File: config.mk
export PLATFORM = sky130hd
export DESIGN_NAME = controller
export DESIGN_NICKNAME = d
export VERILOG_FILES = /design/src/isaPkg.sv /design/src/ctrlPkg.sv /design/src/rTypeDecoder.sv /design/src/immDecoder.sv /design/src/flowDecoder.sv /design/src/controlStage.sv /design/src/controller.sv
export VERILOG_INCLUDE_DIRS = /design/src
export SDC_FILE = /design/constraint.sdc
export NUM_CORES = 1
export LEC_CHECK = 0
export ABC_AREA = 1
export BUFFER_PORTS_ARGS = -buffer_cell sky130_fd_sc_hd__clkbuf_2
export CAP_MARGIN = 20
export CORE_MARGIN = 1.5
export CORE_UTILIZATION = 35
export CTS_CLUSTER_SIZE = 8
export DETAILED_ROUTE_END_ITERATION = 10
export PLACE_DENSITY = 0.55
export SKIP_CTS_REPAIR_TIMING = 1
export SLEW_MARGIN = 5
export SYNTH_ARGS = -nofsm -noshare
export SYNTH_HDL_FRONTEND = slang
export SYNTH_HIERARCHICAL = 1
export SYNTH_SLANG_ARGS = --single-unit
File: constraint.sdc
create_clock -name clk -period 0.8 [get_ports clk]
set_input_delay 0 -clock clk [delete_from_list [all_inputs] [get_ports clk]]
set_output_delay 0 -clock clk [all_outputs]
set_load 0.01 [all_outputs]
File: src/decode_macros.svh
`ifndef DECODE_MACROS_SVH
`define DECODE_MACROS_SVH

// instruction word and its fields
`define INSTR_W    32
`define OPCODE_W   6
`define REG_ADDR_W 5

// control word
`define ALUOP_W    6

`endif

File: src/isaPkg.sv
`include "decode_macros.svh"

package isaPkg;

    // MIPS R-format view, I and J formats overlay the same bits
    typedef struct packed {
        logic [`OPCODE_W-1:0]   opcode;
        logic [`REG_ADDR_W-1:0] rs;
        logic [`REG_ADDR_W-1:0] rt;
        logic [`REG_ADDR_W-1:0] rd;
        logic [`REG_ADDR_W-1:0] shamt;
        logic [`OPCODE_W-1:0]   funct;
    } instr_t;

    typedef enum logic [`OPCODE_W-1:0] {
        OP_SPECIAL  = 6'b000000, OP_REGIMM = 6'b000001, OP_J     = 6'b000010,
        OP_JAL      = 6'b000011, OP_BEQ    = 6'b000100, OP_BNE   = 6'b000101,
        OP_BLEZ     = 6'b000110, OP_BGTZ   = 6'b000111, OP_ADDI  = 6'b001000,
        OP_ADDIU    = 6'b001001, OP_SLTI   = 6'b001010, OP_SLTIU = 6'b001011,
        OP_ANDI     = 6'b001100, OP_ORI    = 6'b001101, OP_XORI  = 6'b001110,
        OP_LUI      = 6'b001111, OP_LB     = 6'b100000, OP_LH    = 6'b100001,
        OP_LW       = 6'b100011, OP_SB     = 6'b101000, OP_SH    = 6'b101001,
        OP_SW       = 6'b101011, OP_SPECIAL2 = 6'b011100, OP_SPECIAL3 = 6'b011111
    } opcode_e;

    // funct codes under OP_SPECIAL
    typedef enum logic [`OPCODE_W-1:0] {
        FN_SLL  = 6'b000000, FN_SRL   = 6'b000010, FN_SRA  = 6'b000011,
        FN_SLLV = 6'b000100, FN_SRLV  = 6'b000110, FN_SRAV = 6'b000111,
        FN_JR   = 6'b001000, FN_MOVZ  = 6'b001010, FN_MOVN = 6'b001011,
        FN_MFHI = 6'b010000, FN_MTHI  = 6'b010001, FN_MFLO = 6'b010010,
        FN_MTLO = 6'b010011, FN_MULT  = 6'b011000, FN_MULTU = 6'b011001,
        FN_ADD  = 6'b100000, FN_ADDU  = 6'b100001, FN_SUB  = 6'b100010,
        FN_AND  = 6'b100100, FN_OR    = 6'b100101, FN_XOR  = 6'b100110,
        FN_NOR  = 6'b100111, FN_SLT   = 6'b101010, FN_SLTU = 6'b101011
    } funct_e;

    // special2 funct codes, they overlap the special ones
    localparam logic [`OPCODE_W-1:0] FN2_MADD = 6'b000000;
    localparam logic [`OPCODE_W-1:0] FN2_MUL  = 6'b000010;
    localparam logic [`OPCODE_W-1:0] FN2_MSUB = 6'b000100;

endpackage

File: src/ctrlPkg.sv
`include "decode_macros.svh"

package ctrlPkg;

    typedef enum logic [`ALUOP_W-1:0] {
        ALU_ADD  = 6'd0,  ALU_SUB   = 6'd1,  ALU_MUL  = 6'd2,  ALU_MULT = 6'd3,
        ALU_MADD = 6'd4,  ALU_MSUB  = 6'd5,  ALU_LUI  = 6'd6,  ALU_BGEZ = 6'd7,
        ALU_BEQ  = 6'd8,  ALU_BNE   = 6'd9,  ALU_BGTZ = 6'd10, ALU_BLEZ = 6'd11,
        ALU_BLTZ = 6'd12, ALU_J     = 6'd13, ALU_JAL  = 6'd14, ALU_AND  = 6'd15,
        ALU_OR   = 6'd16, ALU_NOR   = 6'd17, ALU_XOR  = 6'd18, ALU_SEH  = 6'd19,
        ALU_SLL  = 6'd20, ALU_SRL   = 6'd21, ALU_MOVN = 6'd22, ALU_MOVZ = 6'd23,
        ALU_ROTR = 6'd24, ALU_SRA   = 6'd25, ALU_SEB  = 6'd26, ALU_SLT  = 6'd27,
        ALU_MTHI = 6'd28, ALU_MTLO  = 6'd29, ALU_MFHI = 6'd30, ALU_MFLO = 6'd31,
        ALU_ADDU = 6'd32, ALU_MULTU = 6'd33, ALU_SLTU = 6'd34, ALU_JR   = 6'd35
    } aluOp_e;

    // access size for the load/store sign extender
    typedef enum logic [1:0] {
        MEM_WORD = 2'd0,
        MEM_HALF = 2'd1,
        MEM_BYTE = 2'd2
    } memSize_e;

    // one decoded instruction, as held in ID/EX
    typedef struct packed {
        logic     aluSrc;
        logic     regDst;
        logic     regWrite;
        aluOp_e   aluOp;
        logic     memRead;
        logic     memWrite;
        logic     memToReg;
        logic     aluSft;
        logic     zeroSrc;
        logic     branch;
        logic     jalSrc;
        logic     jzeroSrc;
        logic     jrSrc;
        memSize_e semCtrl;
    } ctrlWord_t;

endpackage

File: src/rTypeDecoder.sv
`timescale 1ns/1ps
`include "decode_macros.svh"

module rTypeDecoder (
    input  isaPkg::instr_t     instr,
    output logic               hit,
    output ctrlPkg::ctrlWord_t ctrl
);

    // result goes to rd, drives regDst and regWrite together
    logic writeRd;

    always_comb begin
        hit = 1'b1;
        writeRd = 1'b0;
        ctrl = '{aluOp: ctrlPkg::ALU_ADD, semCtrl: ctrlPkg::MEM_WORD,
                 memToReg: 1'b1, jalSrc: 1'b1, default: 1'b0};

        // all-zero word is the nop and keeps the default word
        if (instr != {`INSTR_W{1'b0}}) begin
            case (instr.opcode)
                isaPkg::OP_SPECIAL: begin
                    // hi/lo writers and jr leave the register file alone
                    writeRd = !(instr.funct inside {isaPkg::FN_MULT, isaPkg::FN_MULTU,
                        isaPkg::FN_MTHI, isaPkg::FN_MTLO, isaPkg::FN_JR});
                    case (instr.funct)
                        isaPkg::FN_SLL: begin
                            ctrl.aluOp = ctrlPkg::ALU_SLL;
                            ctrl.aluSft = 1'b1;
                        end
                        isaPkg::FN_SRL: begin
                            // bit 21 picks rotr
                            ctrl.aluOp = instr.rs[0] ? ctrlPkg::ALU_ROTR : ctrlPkg::ALU_SRL;
                            ctrl.aluSft = 1'b1;
                        end
                        isaPkg::FN_SRA: begin
                            ctrl.aluOp = ctrlPkg::ALU_SRA;
                            ctrl.aluSft = 1'b1;
                        end
                        isaPkg::FN_SLLV:  ctrl.aluOp = ctrlPkg::ALU_SLL;
                        isaPkg::FN_SRLV: begin
                            // bit 6 picks rotrv
                            ctrl.aluOp = instr.shamt[0] ? ctrlPkg::ALU_ROTR : ctrlPkg::ALU_SRL;
                        end
                        isaPkg::FN_SRAV:  ctrl.aluOp = ctrlPkg::ALU_SRA;
                        isaPkg::FN_ADD:   ctrl.aluOp = ctrlPkg::ALU_ADD;
                        isaPkg::FN_ADDU:  ctrl.aluOp = ctrlPkg::ALU_ADDU;
                        isaPkg::FN_SUB:   ctrl.aluOp = ctrlPkg::ALU_SUB;
                        isaPkg::FN_AND:   ctrl.aluOp = ctrlPkg::ALU_AND;
                        isaPkg::FN_OR:    ctrl.aluOp = ctrlPkg::ALU_OR;
                        isaPkg::FN_NOR:   ctrl.aluOp = ctrlPkg::ALU_NOR;
                        isaPkg::FN_XOR:   ctrl.aluOp = ctrlPkg::ALU_XOR;
                        isaPkg::FN_SLT:   ctrl.aluOp = ctrlPkg::ALU_SLT;
                        isaPkg::FN_SLTU:  ctrl.aluOp = ctrlPkg::ALU_SLTU;
                        isaPkg::FN_MOVN:  ctrl.aluOp = ctrlPkg::ALU_MOVN;
                        isaPkg::FN_MOVZ:  ctrl.aluOp = ctrlPkg::ALU_MOVZ;
                        isaPkg::FN_MFHI:  ctrl.aluOp = ctrlPkg::ALU_MFHI;
                        isaPkg::FN_MFLO:  ctrl.aluOp = ctrlPkg::ALU_MFLO;
                        isaPkg::FN_MTHI:  ctrl.aluOp = ctrlPkg::ALU_MTHI;
                        isaPkg::FN_MTLO:  ctrl.aluOp = ctrlPkg::ALU_MTLO;
                        isaPkg::FN_MULT:  ctrl.aluOp = ctrlPkg::ALU_MULT;
                        isaPkg::FN_MULTU: ctrl.aluOp = ctrlPkg::ALU_MULTU;
                        isaPkg::FN_JR: begin
                            ctrl.aluOp = ctrlPkg::ALU_JR;
                            ctrl.branch = 1'b1;
                            ctrl.jrSrc = 1'b1;
                        end
                        default: hit = 1'b0;
                    endcase
                end
                isaPkg::OP_SPECIAL2: begin
                    // madd/msub accumulate into hi/lo only
                    writeRd = (instr.funct == isaPkg::FN2_MUL);
                    case (instr.funct)
                        isaPkg::FN2_MUL:  ctrl.aluOp = ctrlPkg::ALU_MUL;
                        isaPkg::FN2_MADD: ctrl.aluOp = ctrlPkg::ALU_MADD;
                        isaPkg::FN2_MSUB: ctrl.aluOp = ctrlPkg::ALU_MSUB;
                        default:          hit = 1'b0;
                    endcase
                end
                isaPkg::OP_SPECIAL3: begin
                    // bit 9 separates seh from seb
                    writeRd = 1'b1;
                    ctrl.aluOp = instr.shamt[3] ? ctrlPkg::ALU_SEH : ctrlPkg::ALU_SEB;
                end
                default: hit = 1'b0;
            endcase
        end

        ctrl.regDst = hit && writeRd;
        ctrl.regWrite = hit && writeRd;
    end

endmodule

File: src/immDecoder.sv
`timescale 1ns/1ps

module immDecoder (
    input  isaPkg::instr_t     instr,
    output logic               hit,
    output ctrlPkg::ctrlWord_t ctrl
);

    // opcode low bits give the access size: 00 byte, 01 half, 11 word
    function automatic ctrlPkg::memSize_e sizeOf(input logic [1:0] sel);
        case (sel)
            2'b00:   return ctrlPkg::MEM_BYTE;
            2'b01:   return ctrlPkg::MEM_HALF;
            default: return ctrlPkg::MEM_WORD;
        endcase
    endfunction

    always_comb begin
        hit = 1'b1;
        ctrl = '{aluOp: ctrlPkg::ALU_ADD, semCtrl: ctrlPkg::MEM_WORD,
                 memToReg: 1'b1, jalSrc: 1'b1, default: 1'b0};

        // alu immediates write rt
        ctrl.regWrite = (instr.opcode inside {isaPkg::OP_ADDI, isaPkg::OP_ADDIU,
            isaPkg::OP_SLTI, isaPkg::OP_SLTIU, isaPkg::OP_ANDI, isaPkg::OP_ORI,
            isaPkg::OP_XORI, isaPkg::OP_LUI});

        case (instr.opcode)
            isaPkg::OP_ADDI:  ctrl.aluOp = ctrlPkg::ALU_ADD;
            isaPkg::OP_ADDIU: ctrl.aluOp = ctrlPkg::ALU_ADDU;
            isaPkg::OP_SLTI:  ctrl.aluOp = ctrlPkg::ALU_SLT;
            isaPkg::OP_LUI:   ctrl.aluOp = ctrlPkg::ALU_LUI;
            // zero-extended immediates
            isaPkg::OP_SLTIU: begin
                ctrl.aluOp = ctrlPkg::ALU_SLTU;
                ctrl.zeroSrc = 1'b1;
            end
            isaPkg::OP_ANDI: begin
                ctrl.aluOp = ctrlPkg::ALU_AND;
                ctrl.zeroSrc = 1'b1;
            end
            isaPkg::OP_ORI: begin
                ctrl.aluOp = ctrlPkg::ALU_OR;
                ctrl.zeroSrc = 1'b1;
            end
            isaPkg::OP_XORI: begin
                ctrl.aluOp = ctrlPkg::ALU_XOR;
                ctrl.zeroSrc = 1'b1;
            end
            // loads take the memory data, address is rs + offset
            isaPkg::OP_LB, isaPkg::OP_LH, isaPkg::OP_LW: begin
                ctrl.memRead = 1'b1;
                ctrl.regWrite = 1'b1;
                ctrl.memToReg = 1'b0;
                ctrl.semCtrl = sizeOf(instr.opcode[1:0]);
            end
            isaPkg::OP_SB, isaPkg::OP_SH, isaPkg::OP_SW: begin
                ctrl.memWrite = 1'b1;
                ctrl.semCtrl = sizeOf(instr.opcode[1:0]);
            end
            default: hit = 1'b0;
        endcase

        ctrl.aluSrc = hit;
    end

endmodule

File: src/flowDecoder.sv
`timescale 1ns/1ps
`include "decode_macros.svh"

module flowDecoder (
    input  isaPkg::instr_t     instr,
    output logic               hit,
    output ctrlPkg::ctrlWord_t ctrl
);

    always_comb begin
        hit = 1'b1;
        ctrl = '{aluOp: ctrlPkg::ALU_ADD, semCtrl: ctrlPkg::MEM_WORD,
                 memToReg: 1'b1, jalSrc: 1'b1, default: 1'b0};

        // conditional branches compare against zero or rt
        ctrl.jzeroSrc = (instr.opcode inside {isaPkg::OP_REGIMM, isaPkg::OP_BEQ,
            isaPkg::OP_BNE, isaPkg::OP_BGTZ, isaPkg::OP_BLEZ});

        case (instr.opcode)
            isaPkg::OP_REGIMM: begin
                // rt selects the condition
                if (instr.rt == `REG_ADDR_W'(1)) begin
                    ctrl.aluOp = ctrlPkg::ALU_BGEZ;
                end else if (instr.rt == `REG_ADDR_W'(0)) begin
                    ctrl.aluOp = ctrlPkg::ALU_BLTZ;
                end else begin
                    hit = 1'b0;
                    ctrl.jzeroSrc = 1'b0;
                end
            end
            isaPkg::OP_BEQ:  ctrl.aluOp = ctrlPkg::ALU_BEQ;
            isaPkg::OP_BNE:  ctrl.aluOp = ctrlPkg::ALU_BNE;
            isaPkg::OP_BGTZ: ctrl.aluOp = ctrlPkg::ALU_BGTZ;
            isaPkg::OP_BLEZ: ctrl.aluOp = ctrlPkg::ALU_BLEZ;
            isaPkg::OP_J:    ctrl.aluOp = ctrlPkg::ALU_J;
            isaPkg::OP_JAL: begin
                // link address goes to $ra
                ctrl.aluOp = ctrlPkg::ALU_JAL;
                ctrl.regWrite = 1'b1;
                ctrl.jalSrc = 1'b0;
            end
            default: hit = 1'b0;
        endcase

        ctrl.branch = hit;
    end

endmodule

File: src/controlStage.sv
`timescale 1ns/1ps

module controlStage (
    input  logic               clk,
    input  logic               rstN,
    input  logic               instrValid,
    input  logic               rHit,
    input  logic               iHit,
    input  logic               fHit,
    input  ctrlPkg::ctrlWord_t rCtrl,
    input  ctrlPkg::ctrlWord_t iCtrl,
    input  ctrlPkg::ctrlWord_t fCtrl,
    output logic               ctrlValid,
    output ctrlPkg::ctrlWord_t ctrl
);

    // word for nop and unknown encodings
    localparam ctrlPkg::ctrlWord_t DefaultWord = '{aluOp: ctrlPkg::ALU_ADD,
        semCtrl: ctrlPkg::MEM_WORD, memToReg: 1'b1, jalSrc: 1'b1, default: 1'b0};

    ctrlPkg::ctrlWord_t nextWord;

    always_comb begin
        if (rHit) begin
            nextWord = rCtrl;
        end else if (iHit) begin
            nextWord = iCtrl;
        end else if (fHit) begin
            nextWord = fCtrl;
        end else begin
            nextWord = DefaultWord;
        end
    end

    ////////////////////////////////////////
    // ID/EX control register
    ////////////////////////////////////////
    always_ff @(posedge clk or negedge rstN) begin
        if (!rstN) begin
            ctrlValid <= 1'b0;
            ctrl <= DefaultWord;
        end else begin
            ctrlValid <= instrValid;
            // bubble cycles keep the last word
            if (instrValid) begin
                ctrl <= nextWord;
            end
        end
    end

    ////////////////////////////////////////
    // decoder checks
    ////////////////////////////////////////
    // instruction classes are disjoint
    aHitsOnehot0: assert property (@(posedge clk) disable iff (!rstN)
        $onehot0({rHit, iHit, fHit}))
        else $error("more than one decoder hit");

    // jr is the only flow op in the register class
    aRTypeNoBranch: assert property (@(posedge clk) disable iff (!rstN)
        rHit |-> !(rCtrl.aluOp inside {ctrlPkg::ALU_BGEZ, ctrlPkg::ALU_BLTZ,
            ctrlPkg::ALU_BEQ, ctrlPkg::ALU_BNE, ctrlPkg::ALU_BGTZ, ctrlPkg::ALU_BLEZ,
            ctrlPkg::ALU_J, ctrlPkg::ALU_JAL}))
        else $error("r-type decoder produced a branch code");

    aImmMemExclusive: assert property (@(posedge clk) disable iff (!rstN)
        !(iCtrl.memRead && iCtrl.memWrite))
        else $error("load and store set together");

    aFlowLinkOnlyJal: assert property (@(posedge clk) disable iff (!rstN)
        (fHit && fCtrl.regWrite) |-> fCtrl.aluOp == ctrlPkg::ALU_JAL)
        else $error("flow decoder writes a register outside jal");

endmodule

File: src/controller.sv
`timescale 1ns/1ps

module controller (
    input  logic               clk,
    input  logic               rstN,
    input  logic               instrValid,
    input  isaPkg::instr_t     instr,
    output logic               ctrlValid,
    output ctrlPkg::ctrlWord_t ctrl
);

    logic               rHit;
    logic               iHit;
    logic               fHit;
    ctrlPkg::ctrlWord_t rCtrl;
    ctrlPkg::ctrlWord_t iCtrl;
    ctrlPkg::ctrlWord_t fCtrl;

    // class decoders
    rTypeDecoder uRType (.instr(instr), .hit(rHit), .ctrl(rCtrl));
    immDecoder   uImm   (.instr(instr), .hit(iHit), .ctrl(iCtrl));
    flowDecoder  uFlow  (.instr(instr), .hit(fHit), .ctrl(fCtrl));

    controlStage uStage (
        .clk        (clk),
        .rstN       (rstN),
        .instrValid (instrValid),
        .rHit       (rHit),
        .iHit       (iHit),
        .fHit       (fHit),
        .rCtrl      (rCtrl),
        .iCtrl      (iCtrl),
        .fCtrl      (fCtrl),
        .ctrlValid  (ctrlValid),
        .ctrl       (ctrl)
    );

endmodule

==> key figures <==
Die
  – # rows: 31
  – Die H: 89.58 µm
  – # IOs: 56
  – DIE AREA: 8025 µm²
  – DIE WIDTH: 89.58 µm
  – Initial core utilization: 36.17%
  – Core ar.: 7253 µm²

Synthesis
  – Adder-cell share of the synthesized area: 0%
  – Post-synth top area cell: nand2_1
  – Post-Syn Area: 2624 µm²
  – Main combinational cell family by area after synthesis: simple AND/OR/NAND/NOR gates
  – Compound-cell area share of the yosys netlist: 6.438%
  – Mux contribution to synthesized area: 0%
  – Synth top area share: 23.03%
  – Most common cell in the netlist: nand2_1
  – Warnings from Yosys: 6
  – Main synth FF type: dfrtp_1
  – Mapped Cells: 468
  – Post-Syn Area per Cell: 5.606 µm²
  – Synth top area cells: nand2_1 23%, dfrtp_1 18%, nor2_1 13%
  – Async SR Flop Fraction: 100.0%
  – Post-synth EDFFs: 0
  – #FFs+latches synth: 21
  – Post-Synth XOR/XNOR Area: 0%
  – Synth cell types: 28
  – Commonest cells post-synth: 161 x nand2_1, 91 x nor2_1, 37 x buf_4
  – Sequential area share after synthesis: 20.12%
  – Post-synthesis simple-gate area fraction: 53.36%

Finish
  – Area grow syn2layout: 55.32%
  – Fill cell count: 761
  – Nets: 640
  – Core Util, Final: 56.18%
  – Share of cells above drive strength 1: 44.37%
  – Diode count: 0

Worst setup path
  – Worst-path fanout max: 8
  – Max stage delay on crit path: 0.25 ns
  – Slowest cell on crit path: nor2_4
  – CP Buf/Inv Count: 3
  – Critical Path Most Common Cell: nand2_1
  – WP data required: 0.96 ns
  – CP endpoint kind: flip-flop
  – Data arrival, critical path: 1.53 ns
  – CP delay by family, top: simple AND/OR/NAND/NOR gates
  – Critical path class: input pin to flip-flop
  – Critical path launch point type: input pin
  – CP Cell Sequence: buf_12 -> nor2_4 -> nand3_1 -> nand2_1 -> nor2_2 -> nand2_1 -> nor2_1 -> nand2_1 -> nand2_2 -> nand2_4 -> inv_8 -> buf_12 -> nor2_2 -> nor2_1 -> nand2_1 -> nand2_1

Global routing
  – Largest net degree at the start of global routing: 24
  – M2 GR Usage: 32.36%
  – GRT overflow: 0
  – Top Usage Layer GRT: met2
  – First-pass GRT wire length: 12.14 mm
  – Initial antenna violation count: 0
  – GR Util met3: 2.468%
  – Vias in the first global route: 2774
  – All-Layer GR Usage: 18.80%
  – GR met1 Demand/Resource: 26.05%

STA
  – Slew @ Worst Pin: 0.5505 ns
  – Final Cycle Share: 171.7%
  – Setup WS post-layout: -0.5735 ns
  – RSZ-0062 raised after global routing: yes
  – Final hold violation count: 0
  – Final min period: 1.373 ns
  – F_max: 728.1 MHz
  – Fin Clk Skew: 0 ns
  – Rel. slew slack: 63.30%
  – Slew Viols, Final: 0
  – Setup Viol. Count Final: 22

Place
  – Gp weighted congestion: 0.9022
  – Buffers on Ports: 55
  – DPL Wire Length: 5.856 mm
  – Setup WS pre-CTS: -0.9387 ns

Routing
  – Post-route antenna net violation count: 0
  – Avg WL per Cell: 11.09 µm
  – 1st-pass router iterations: 4
  – Via density: 4.558
  – DRC Markers: 0
  – Routed wire length: 7.794 mm
  – Starting DRC count in detailed routing: 140
  – Via Count: 3204

Clock tree
  – Clk sinks: 21
  – Worst-path clk slew: 0.08 ns
  – Later-pin clock latency in the skew report: 0.26 ns
  – CTS tree: built
  – CTS max path bufs: 2
  – Htree depth: 1
  – Num CTS Buffers: 3
  – Root Driver: clkbuf_8

Pwr
  – Leakage Power: 2.304 nW
  – Peak supply drop: 0.0007557 V
  – PD cells: 774.5 nW/µm²

Run status
  – Status: finished with violations
  – Failing checks: negative setup slack

Job
  – Total of max-cap violations: 0

Hold path
  – Hold WC Path Type: input pin to flip-flop
[report_power, final]
part,switching [W],internal (W)
clock network,0.000347,0.000347
registers,0.0000340,0.00113
logic,0.000705,0.000591
total,0.00109,0.00207
[metrics by stage]
stage,hold WS (ns),total power (W),TNS [ns],std cells,instance area [µm²]
2_1_floorplan,-0.2956,0.001843,-9.781,489,2820
3_3_place_gp,0.004321,0.002248,-18.44,674,3432
3_5_place_dp,0.01654,0.002251,-17.91,674,3432
4_1_cts,-0.2755,0.002952,-12.69,678,3478
5_1_grt,0.2120,0.003387,-13.84,703,4075
6_report,0.1780,0.003156,-11.02,703,4075
[final cells by class]
class,instances,area [µm²],share of cell area [%]
inverter,39,163.9,4.022
tap,99,123.9,3.040
timing repair buffer,154,1189,29.17
sequential,21,528.0,12.96
clock buffer,3,41.29,1.013
clock inverter,1,5.005,0.1228
multi-input combinational,386,2024,49.68
[worst register-to-register path: cells and delay by family (launching register included)]
family                 cells  cell delay, ns
DFF                        1            0.40
buffers and inverters      1            0.14
and+or+nand+nor            2            0.11
[logic make-up after synthesis]
group | count (synthesis)
AO/OA/AOI/OAI | 32
other | 6
flip-flops | 21
AND/OR/NAND/NOR | 327
buffers and inverters | 82
[layer usage]
layer  share of wire (%)  vias up  wire length [µm]
met5                   0        -                 0
met4                0.54        0                42
met3                 3.6        6               277
met2                  49       71              3847
met1                  47     1446              3626
li1                    -     1681                 -
[state kept, by name, summed over array words and instances (netlist names)]
register,count
uStage/ctrl,20
uStage/ctrlValid,1
[worst paths after layout]
path | from | end | slack [ns] | depth (start not counted)
setup / recovery | instr[3] | uStage/ctrl[3] | -0.57 | 16
hold / removal | instrValid | uStage/ctrl[4] | 0.18 | 5
setup reg to reg | uStage/ctrl[13] | uStage/ctrl[13] | 0.06 | 3
hold reg to reg | uStage/ctrl[4] | uStage/ctrl[4] | 0.48 | 2
max in group asynchronous | rstN | uStage/ctrl[4] | 0.17 | 2
min in group asynchronous | rstN | uStage/ctrl[0] | 0.26 | 2
[cell usage in the layout (no fill, tap or decap), types with 13 or more instances in the layout]
cell type  instances
a21oi_2           13
buf_4             90
clkbuf_2          47
conb_1            27
dfrtp_1           19
inv_1             24
nand2_1          146
nand2_2           17
nand3_1           23
nor2_1            59
nor2_2            26
nor2_4            18
No activity file was read; power rests on OpenSTA's default activity.
